### src/include/fll_defines.svh
`ifndef FLL_DEFINES_SVH
`define FLL_DEFINES_SVH

// Width of the APB address bus.
`define FLL_APB_ADDR_WIDTH 12

// Number of FLL configuration ports.
`define FLL_NUM 3

// Word index of the lock status register, offset 0x3C.
`define FLL_STATUS_IDX 15

// Cycles to wait for an ack before the access is aborted.
`define FLL_ACK_TIMEOUT 64

`endif

### src/verilog/fll_pkg.sv
package fll_pkg;

	// Request carried to one FLL configuration port.
	typedef struct packed {
		logic wrn; // 1 means read.
		logic [1:0] add;
		logic [31:0] data;
	} fll_req_t;

	// Word address split into FLL select and register index.
	typedef struct packed {
		logic [1:0] unit; // 3 is status or unmapped.
		logic [1:0] reg_idx;
	} fll_addr_f_t;

	// PADDR[5:2] as a raw word index or as fields.
	typedef union packed {
		logic [3:0] raw;
		fll_addr_f_t f;
	} fll_addr_u;

	typedef enum logic [2:0] {
		IDLE,
		REQ,
		WAIT_DROP,
		ABORT
	} fll_state_e;

endpackage

### src/verilog/fll_sync.sv
`timescale 1ns/10ps
`include "fll_defines.svh"

module fll_sync (
	input logic HCLK,
	input logic HRESETn,
	input logic [`FLL_NUM-1:0] ack,
	input logic [`FLL_NUM-1:0] lock,
	output logic [`FLL_NUM-1:0] ack_sync,
	output logic [`FLL_NUM-1:0] lock_sync
);

	localparam int W = 2 * `FLL_NUM;

	logic [W-1:0] stage0;
	logic [W-1:0] stage1;

	// Both flop stages clear on reset so nothing reads as acked or locked.
	always_ff @(posedge HCLK or negedge HRESETn) begin
		if (!HRESETn) begin
			stage0 <= '0;
			stage1 <= '0;
		end else begin
			stage0 <= {lock, ack}; // May go metastable.
			stage1 <= stage0;
		end
	end

	assign ack_sync = stage1[`FLL_NUM-1:0];
	assign lock_sync = stage1[W-1:`FLL_NUM];

endmodule

### src/verilog/fll_ack_timer.sv
`timescale 1ns/10ps
`include "fll_defines.svh"

module fll_ack_timer (
	input logic HCLK,
	input logic HRESETn,
	input logic run,
	output logic expired
);

	localparam int CNT_W = $clog2(`FLL_ACK_TIMEOUT + 1);
	localparam logic [CNT_W-1:0] CNT_MAX = CNT_W'(`FLL_ACK_TIMEOUT);

	logic [CNT_W-1:0] cnt;

	always_ff @(posedge HCLK or negedge HRESETn) begin
		if (!HRESETn) begin
			cnt <= '0;
		end else if (!run) begin
			cnt <= '0; // Restart between accesses.
		end else if (cnt != CNT_MAX) begin
			cnt <= cnt + 1'b1;
		end
	end

	assign expired = (cnt == CNT_MAX); // Holds while saturated.

	// The count only advances under run, so a rise needs run the cycle before.
	a_no_rise_idle: assert property (
		@(posedge HCLK) disable iff (!HRESETn)
		$rose(expired) |-> $past(run)
	);

endmodule

### src/verilog/fll_hs_fsm.sv
`timescale 1ns/10ps
`include "fll_defines.svh"

module fll_hs_fsm (
	input logic HCLK,
	input logic HRESETn,
	input logic access,
	input logic [1:0] unit,
	input fll_pkg::fll_req_t req_in,
	input logic [`FLL_NUM-1:0] ack_sync,
	input logic expired,
	output logic run,
	output logic done,
	output logic err,
	output logic [`FLL_NUM-1:0] fll_req,
	output fll_pkg::fll_req_t [`FLL_NUM-1:0] fll_bus
);

	fll_pkg::fll_state_e state;
	fll_pkg::fll_state_e state_nxt;
	logic [1:0] unit_q;
	logic ack_sel;

	// FLL index held for the whole handshake.
	always_ff @(posedge HCLK or negedge HRESETn) begin
		if (!HRESETn) begin
			state <= fll_pkg::IDLE;
			unit_q <= '0;
		end else begin
			state <= state_nxt;
			if (state == fll_pkg::IDLE && access)
				unit_q <= unit;
		end
	end

	assign ack_sel = ack_sync[unit_q];

	always_comb begin
		state_nxt = state;
		case (state)
			fll_pkg::IDLE: begin
				if (access)
					state_nxt = fll_pkg::REQ;
			end
			fll_pkg::REQ: begin
				if (ack_sel)
					state_nxt = fll_pkg::WAIT_DROP;
				else if (expired)
					state_nxt = fll_pkg::ABORT;
			end
			fll_pkg::WAIT_DROP, fll_pkg::ABORT: begin
				// Ack must fall before the next req.
				if (!ack_sel)
					state_nxt = fll_pkg::IDLE;
			end
			default: state_nxt = fll_pkg::IDLE;
		endcase
	end

	assign run = (state == fll_pkg::REQ);
	assign done = run && ack_sel;
	assign err = run && !ack_sel && expired;

	// Only the selected FLL sees a request.
	always_comb begin
		for (int i = 0; i < `FLL_NUM; i++) begin
			fll_req[i] = run && (unit_q == 2'(i));
			if (fll_req[i]) begin
				fll_bus[i] = req_in;
			end else begin
				fll_bus[i].wrn = 1'b1;
				fll_bus[i].add = '0;
				fll_bus[i].data = '0;
			end
		end
	end

	// A running handshake drives exactly one req.
	a_one_req: assert property (
		@(posedge HCLK) disable iff (!HRESETn)
		run |-> $onehot(fll_req)
	);

	for (genvar g = 0; g < `FLL_NUM; g++) begin : g_hs_chk
		// A new req needs the previous ack to have fully dropped.
		a_req_after_drop: assert property (
			@(posedge HCLK) disable iff (!HRESETn)
			$rose(fll_req[g]) |-> !ack_sync[g]
		);
	end

endmodule

### src/verilog/fll_apb_decode.sv
`timescale 1ns/10ps
`include "fll_defines.svh"

module fll_apb_decode (
	input logic HCLK,
	input logic HRESETn,
	input logic [`FLL_APB_ADDR_WIDTH-1:0] PADDR,
	input logic PWRITE,
	input logic PSEL,
	input logic PENABLE,
	input logic [31:0] PWDATA,
	input logic [`FLL_NUM-1:0][31:0] r_data,
	input logic [`FLL_NUM-1:0] lock_sync,
	input logic done,
	input logic err,
	output logic access,
	output logic [1:0] unit,
	output fll_pkg::fll_req_t req_out,
	output logic [31:0] PRDATA,
	output logic PREADY,
	output logic PSLVERR
);

	fll_pkg::fll_addr_u addr;
	logic apb_access;
	logic mapped;
	logic status_hit;

	assign addr = PADDR[5:2];
	assign apb_access = PSEL && PENABLE;
	assign mapped = (addr.f.unit != 2'd3);
	assign status_hit = (addr.raw == 4'(`FLL_STATUS_IDX));

	assign access = apb_access && mapped;
	assign unit = addr.f.unit;

	always_comb begin
		req_out.wrn = ~PWRITE;
		req_out.add = addr.f.reg_idx;
		req_out.data = PWDATA;
	end

	// Read data mux.
	always_comb begin
		PRDATA = '0;
		if (apb_access && !PWRITE) begin
			if (mapped)
				PRDATA = r_data[addr.f.unit];
			else if (status_hit)
				PRDATA[`FLL_NUM-1:0] = lock_sync; // Lock levels.
		end
	end

	// FLL accesses wait on the handshake, everything else is immediate.
	always_comb begin
		PREADY = 1'b0;
		if (apb_access) begin
			if (mapped)
				PREADY = done || err;
			else
				PREADY = 1'b1;
		end
	end

	assign PSLVERR = err;

	// The FSM steers PADDR straight through, so it must not move mid-access.
	a_addr_stable: assert property (
		@(posedge HCLK) disable iff (!HRESETn)
		(access && !PREADY) |=> $stable(PADDR)
	);

endmodule

### src/verilog/fll_ctrl_top.sv
`timescale 1ns/10ps
`include "fll_defines.svh"

module fll_ctrl_top (
	input logic HCLK,
	input logic HRESETn,
	input logic [`FLL_APB_ADDR_WIDTH-1:0] PADDR,
	input logic [31:0] PWDATA,
	input logic PWRITE,
	input logic PSEL,
	input logic PENABLE,
	output logic [31:0] PRDATA,
	output logic PREADY,
	output logic PSLVERR,
	output logic fll1_req,
	output logic fll1_wrn,
	output logic [1:0] fll1_add,
	output logic [31:0] fll1_data,
	input logic fll1_ack,
	input logic [31:0] fll1_r_data,
	input logic fll1_lock,
	output logic fll2_req,
	output logic fll2_wrn,
	output logic [1:0] fll2_add,
	output logic [31:0] fll2_data,
	input logic fll2_ack,
	input logic [31:0] fll2_r_data,
	input logic fll2_lock,
	output logic fll3_req,
	output logic fll3_wrn,
	output logic [1:0] fll3_add,
	output logic [31:0] fll3_data,
	input logic fll3_ack,
	input logic [31:0] fll3_r_data,
	input logic fll3_lock
);

	logic [`FLL_NUM-1:0] ack_sync;
	logic [`FLL_NUM-1:0] lock_sync;
	logic [`FLL_NUM-1:0] fll_req;
	fll_pkg::fll_req_t [`FLL_NUM-1:0] fll_bus;
	fll_pkg::fll_req_t req;
	logic [1:0] unit;
	logic access;
	logic done;
	logic err;
	logic run;
	logic expired;

	fll_sync u_sync (
		.HCLK(HCLK),
		.HRESETn(HRESETn),
		.ack({fll3_ack, fll2_ack, fll1_ack}),
		.lock({fll3_lock, fll2_lock, fll1_lock}),
		.ack_sync(ack_sync),
		.lock_sync(lock_sync)
	);

	fll_ack_timer u_timer (
		.HCLK(HCLK),
		.HRESETn(HRESETn),
		.run(run),
		.expired(expired)
	);

	fll_hs_fsm u_fsm (
		.HCLK(HCLK),
		.HRESETn(HRESETn),
		.access(access),
		.unit(unit),
		.req_in(req),
		.ack_sync(ack_sync),
		.expired(expired),
		.run(run),
		.done(done),
		.err(err),
		.fll_req(fll_req),
		.fll_bus(fll_bus)
	);

	fll_apb_decode u_decode (
		.HCLK(HCLK),
		.HRESETn(HRESETn),
		.PADDR(PADDR),
		.PWRITE(PWRITE),
		.PSEL(PSEL),
		.PENABLE(PENABLE),
		.PWDATA(PWDATA),
		.r_data({fll3_r_data, fll2_r_data, fll1_r_data}),
		.lock_sync(lock_sync),
		.done(done),
		.err(err),
		.access(access),
		.unit(unit),
		.req_out(req),
		.PRDATA(PRDATA),
		.PREADY(PREADY),
		.PSLVERR(PSLVERR)
	);

	assign {fll3_req, fll2_req, fll1_req} = fll_req;

	// Request buses out to the FLL pins.
	assign fll1_wrn = fll_bus[0].wrn;
	assign fll1_add = fll_bus[0].add;
	assign fll1_data = fll_bus[0].data;
	assign fll2_wrn = fll_bus[1].wrn;
	assign fll2_add = fll_bus[1].add;
	assign fll2_data = fll_bus[1].data;
	assign fll3_wrn = fll_bus[2].wrn;
	assign fll3_add = fll_bus[2].add;
	assign fll3_data = fll_bus[2].data;

endmodule

### config.mk
export PLATFORM = sky130hd
export DESIGN_NAME = fll_ctrl_top
export DESIGN_NICKNAME = d
export VERILOG_FILES = /design/src/verilog/fll_pkg.sv /design/src/verilog/fll_sync.sv /design/src/verilog/fll_ack_timer.sv /design/src/verilog/fll_hs_fsm.sv /design/src/verilog/fll_apb_decode.sv /design/src/verilog/fll_ctrl_top.sv
export VERILOG_INCLUDE_DIRS = /design/src /design/src/include
export SDC_FILE = /design/constraint.sdc
export NUM_CORES = 1
export LEC_CHECK = 0
export BUFFER_PORTS_ARGS = -buffer_cell sky130_fd_sc_hd__buf_4
export CAP_MARGIN = 5
export CORE_AREA = 2 2 113 115
export CTS_CLUSTER_SIZE = 14
export DETAILED_ROUTE_END_ITERATION = 12
export DIE_AREA = 0 0 115 117
export PLACE_DENSITY = 0.56
export SYNTH_ARGS = -nofsm -noshare
export SYNTH_HDL_FRONTEND = slang
export SYNTH_SLANG_ARGS = --single-unit
### constraint.sdc
create_clock -name HCLK -period 1.6 [get_ports HCLK]
set_input_delay 0.16 -clock HCLK [delete_from_list [all_inputs] [get_ports HCLK]]
set_output_delay 0.16 -clock HCLK [all_outputs]
set_load 0.005 [all_outputs]
==> flow_summary.html <==
<table>
<tr><th>Metric</th><th>Value</th></tr>
<tr><th colspan="2">Synthesis</th></tr>
<tr><td>Area share of the leading cell type in the synthesized netlist</td><td>approximately a quarter</td></tr>
<tr><td>Cell types occupying the most area after synthesis</td><td>sky130_fd_sc_hd__and2_1 25%, sky130_fd_sc_hd__dfrtp_1 23%, sky130_fd_sc_hd__mux2i_1 12%</td></tr>
<tr><td>Syn avg cell area</td><td>7.737 µm²</td></tr>
<tr><td>Post-synth net total</td><td>roughly 480</td></tr>
<tr><td>Leading post-synthesis cells by instance count</td><td>102 x sky130_fd_sc_hd__and2_1, 67 x sky130_fd_sc_hd__nor2_1, 31 x sky130_fd_sc_hd__mux2i_1, 30 x sky130_fd_sc_hd__a21oi_1, 23 x sky130_fd_sc_hd__dfrtp_1</td></tr>
<tr><td>Number of flops mapped to enable cells by yosys</td><td>0</td></tr>
<tr><td>Share of synthesized registers carrying an async set or reset</td><td>between 90% and 100%</td></tr>
<tr><td>Synthesis-stage register bit count</td><td>23</td></tr>
<tr><td>Syn Inst Count</td><td>between 300 and 400</td></tr>
<tr><td>Cell area after synthesis</td><td>0.002522 mm²</td></tr>
<tr><td>Post-synthesis sequential area ratio</td><td>between 20% and 30%</td></tr>
<tr><td>Most numerous cell in the Yosys netlist</td><td>sky130_fd_sc_hd__and2_1</td></tr>
<tr><td>Post-synth top flop</td><td>sky130_fd_sc_hd__dfrtp_1</td></tr>
<tr><td>Count of warnings emitted by yosys</td><td>0</td></tr>
<tr><td>Unique masters post-synth</td><td>32</td></tr>
<tr><td>Dominant cell type by area after synthesis</td><td>sky130_fd_sc_hd__and2_1</td></tr>
<tr><th colspan="2">Drt</th></tr>
<tr><td>Remaining routing DRC violations</td><td>0</td></tr>
<tr><td>Average vias per placed instance</td><td>about 4.4</td></tr>
<tr><td>Total via count after detailed routing</td><td>3346</td></tr>
<tr><td>Antenna Violating Nets Remaining</td><td>0</td></tr>
<tr><td>Wire length per cell after detailed routing</td><td>between 15 and 20 µm</td></tr>
<tr><td>Wirelength, routed</td><td>about 12 mm</td></tr>
<tr><td>Initial detailed-routing violation count</td><td>a little under 100</td></tr>
<tr><td>Iteration count of the initial detailed-routing pass</td><td>4</td></tr>
<tr><th colspan="2">Global routing</th></tr>
<tr><td>Pin count of the biggest net entering global routing</td><td>37</td></tr>
<tr><td>Number of global-route vias before repair</td><td>2967</td></tr>
<tr><td>Wire length of the first global-routing pass</td><td>around 16 mm</td></tr>
<tr><td>Total routing usage reported by global routing</td><td>about 15%</td></tr>
<tr><td>Grt total ovfl</td><td>0</td></tr>
<tr><td>Number of antenna violations at the first check in global routing</td><td>0</td></tr>
<tr><th colspan="2">Timing</th></tr>
<tr><td>Hold Vio Cnt, Final</td><td>0</td></tr>
<tr><td>RSZ-0062 raised after global routing</td><td>true</td></tr>
<tr><td>Slew Viols, Final</td><td>0</td></tr>
<tr><td>Worst Tran Pin Value</td><td>0.4276 ns</td></tr>
<tr><td>Final cycle utilization of the critical path</td><td>109.7%</td></tr>
<tr><td>Final setup viols</td><td>112</td></tr>
<tr><td>Fmax achieved</td><td>569.8 MHz</td></tr>
<tr><td>Post-route setup slack</td><td>-0.1551 ns</td></tr>
<tr><td>Final setup skew</td><td>roughly 0.0035 ns</td></tr>
<tr><td>Worst max-slew margin expressed relative to the limit</td><td>between 70% and 80%</td></tr>
<tr><td>Clock period minus final worst setup slack</td><td>approximately 1.8 ns</td></tr>
<tr><th colspan="2">Clock tree</th></tr>
<tr><td>TritonCTS buffer count</td><td>3</td></tr>
<tr><td>Clk buf depth</td><td>2</td></tr>
<tr><td>Clock transition at path regs</td><td>roughly 0.060 ns</td></tr>
<tr><td>TritonCTS clock tree</td><td>built</td></tr>
<tr><td>Clk Latency, worst-skew pair</td><td>roughly 0.25 ns</td></tr>
<tr><td>Clock sink count</td><td>23</td></tr>
<tr><td>Buffer cell driving the clock tree root</td><td>sky130_fd_sc_hd__clkbuf_16</td></tr>
<tr><td>H-tree levels</td><td>1</td></tr>
<tr><th colspan="2">Final layout</th></tr>
<tr><td>Share of final-layout standard cells stronger than drive strength 1</td><td>57.44%</td></tr>
<tr><td>Final design area excluding fillers</td><td>0.005263 mm²</td></tr>
<tr><td>Number of inserted diodes</td><td>0</td></tr>
<tr><td>Layout area overhead</td><td>108.6%</td></tr>
<tr><td>Layout net count</td><td>~770</td></tr>
<tr><td>Filler Cell Count</td><td>approximately 1300</td></tr>
<tr><td>Final instance count without filler cells</td><td>approximately 770</td></tr>
<tr><th colspan="2">Critical path</th></tr>
<tr><td>Worst setup EP type</td><td>output port</td></tr>
<tr><td>Largest stage delay, worst path</td><td>0.38 ns</td></tr>
<tr><td>Family with the most delay on the worst path</td><td>simple AND/OR/NAND/NOR gates</td></tr>
<tr><td>Crit Path Max Fanout</td><td>9</td></tr>
<tr><td>Data arrival time of the critical path</td><td>1.60 ns</td></tr>
<tr><td>Highest-delay cell along the critical path</td><td>sky130_fd_sc_hd__dfrtp_1</td></tr>
<tr><td>Ordered cell list for the critical path</td><td>nand2b_4 &gt; nor3b_4 &gt; buf_12 &gt; clkbuf_16 &gt; and2_1 &gt; buf_4</td></tr>
<tr><td>Startpoint kind of the worst setup timing path</td><td>flop</td></tr>
<tr><td>Number of cells on the worst reg-to-reg path</td><td>6</td></tr>
<tr><td>Critical register-to-register path startpoint</td><td>u_timer.cnt[4]$_DFFE_PN0P_</td></tr>
<tr><td>End point of the critical path</td><td>fll2_data[9]</td></tr>
<tr><td>Reg-to-Reg End</td><td>u_timer.cnt[1]$_DFFE_PN0P_</td></tr>
<tr><td>Worst EP required</td><td>about 1.4 ns</td></tr>
<tr><td>Number of buffer and inverter instances along the worst setup path</td><td>3</td></tr>
<tr><td>Kind of critical path</td><td>flop to output port</td></tr>
<tr><td>Crit. Startpoint</td><td>u_fsm.state[1]$_DFFE_PN0P_</td></tr>
<tr><td>Setup slack on the worst flop-to-flop path</td><td>about 0.10 ns</td></tr>
<tr><td>Number of logic stages on the critical path including buffering</td><td>6</td></tr>
<tr><th colspan="2">Die</th></tr>
<tr><td>Die footprint</td><td>between 0.01 and 0.015 mm²</td></tr>
<tr><td>Starting Density</td><td>roughly a fifth</td></tr>
<tr><td>Die width</td><td>115 µm</td></tr>
<tr><td>Core outline area</td><td>between 0.01 and 0.015 mm²</td></tr>
<tr><td>Ports placed on the boundary</td><td>slightly below 300</td></tr>
<tr><td>Cell Rows</td><td>between 40 and 50</td></tr>
<tr><td>Height of the die</td><td>about 120 µm</td></tr>
<tr><th colspan="2">Run</th></tr>
<tr><td>Count of max-cap constraint violations</td><td>0</td></tr>
<tr><th colspan="2">Min path</th></tr>
<tr><td>Worst min path class</td><td>primary input to flop</td></tr>
<tr><th colspan="2">Pwr</th></tr>
<tr><td>Leak pwr</td><td>~0.0028 µW</td></tr>
<tr><td>Power density of the placed cells</td><td>673.4 mW/mm²</td></tr>
<tr><td>Worst IR drop on VDD</td><td>roughly 0.41 mV</td></tr>
<tr><th colspan="2">Place</th></tr>
<tr><td>Area after detailed placement</td><td>0.004806 mm²</td></tr>
<tr><td>DP Wirelength</td><td>9.153 mm</td></tr>
<tr><td>Total instance count after detailed placement</td><td>roughly 750</td></tr>
<tr><td>Gpl congestion</td><td>~0.74</td></tr>
<tr><td>Number of I/O port buffers</td><td>284</td></tr>
<tr><th colspan="2">Outcome</th></tr>
<tr><td>Violations in the final reports</td><td>negative setup slack</td></tr>
<tr><td>Outcome</td><td>finished with violations</td></tr>
</table>
==> power breakdown <==
group	internal, µW	switching, µW
clock	335	186
combinational	1350	882
sequential	670	124
total	2350	1190
==> cell usage in the layout, fill, tap and decap left out, types with 6 or more instances in the layout <==
cell type                 synthesis  routed
sky130_fd_sc_hd__a21oi_1         30      30
sky130_fd_sc_hd__and2_1         102      89
sky130_fd_sc_hd__and2_4           0      13
sky130_fd_sc_hd__buf_4            2     284
sky130_fd_sc_hd__buf_6           10      18
sky130_fd_sc_hd__dfrtp_1         23      18
sky130_fd_sc_hd__mux2i_1         31      31
sky130_fd_sc_hd__nand2_1          7       6
sky130_fd_sc_hd__nor2_1          67      67
==> timing repair <==
item	CTS	global route
gates resized for setup	14	36
endpoints found under the hold margin	23	0
endpoints found under the setup margin	112	115
pin swaps	2	14
hold buffers	1	0
gates cloned	1	4
buffers inserted	4	7
==> metrics by stage <==
step	setup TNS [ns]	utilization (%)	worst slack [ns]	hold slack [ns]	power (µW)
after floorplan	0	-	0.1875	-0.1356	1702
after global placement	0	39.03	0.1449	0.06085	2658
after detailed placement	0	39.03	0.1027	0.06534	2692
after CTS	-6.678	40.70	-0.1358	0.009945	3342
after global routing	-19.66	42.74	-0.2168	0.008934	3780
final	-11.58	42.74	-0.1551	0.01246	3544
==> final cells by class <==
type	count	area (µm²)	share of cell area (%)
Timing Repair Buffer	312	2537	48.22
Clock buffer	3	75.07	1.427
Multi-Input combinational cell	276	1864	35.43
Tap cell	150	187.7	3.566
Sequential cell	23	581.8	11.06
Clock inverter	1	5.005	0.09510
Inverter	3	11.26	0.2140
==> worst min path at each step <==
stage / endpoint / from / depth (start not counted)
3_3_place_gp: u_timer.cnt[3]$_DFFE_PN0P_ / HRESETn / 1
2_1_floorplan: u_fsm.state[0]$_DFFE_PN0P_ / HRESETn / 0
3_5_place_dp: u_timer.cnt[5]$_DFFE_PN0P_ / HRESETn / 1
6_report: u_sync.stage0[0]$_DFF_PN0_ / fll1_ack / 1
5_1_grt: u_sync.stage0[0]$_DFF_PN0_ / fll1_ack / 1
4_1_cts: u_sync.stage0[4]$_DFF_PN0_ / fll2_lock / 1
==> state kept, by name, summed over array words and instances, names as in the netlist <==
name           flops
u_fsm.unit_q       2
u_timer.cnt        7
u_sync.stage1      6
u_sync.stage0      6
u_fsm.state        2
==> per-layer routing <==
layer	wire (µm)	global-route usage [%]
met5	0	0
met1	4326	16.84
met4	167	2.490
met2	6495	29.02
met3	813	2.214
==> worst reg2reg max path, cell delays in order (launching register included) <==
cell and delay, ns:
sky130_fd_sc_hd__dfrtp_2 0.43, sky130_fd_sc_hd__nor4_4 0.33, sky130_fd_sc_hd__nand3_2 0.16, sky130_fd_sc_hd__buf_6 0.14, sky130_fd_sc_hd__buf_4 0.14, sky130_fd_sc_hd__mux2i_1 0.15, sky130_fd_sc_hd__nor2_1 0.06
==> cell families (layout without fill, tap and decap cells) <==
kind of cell | after synthesis | in the layout | synth area share (%)
fa+ha+maj | 2 | 2 | 0.9919
xor+xnor | 6 | 6 | 2.084
simple gates | 198 | 198 | 43.40
compound gates | 34 | 34 | 7.291
mux | 36 | 36 | 15.87
flops | 23 | 23 | 22.82
buf+inv | 27 | 319 | 7.540
Power figures use the tool's default switching activity.
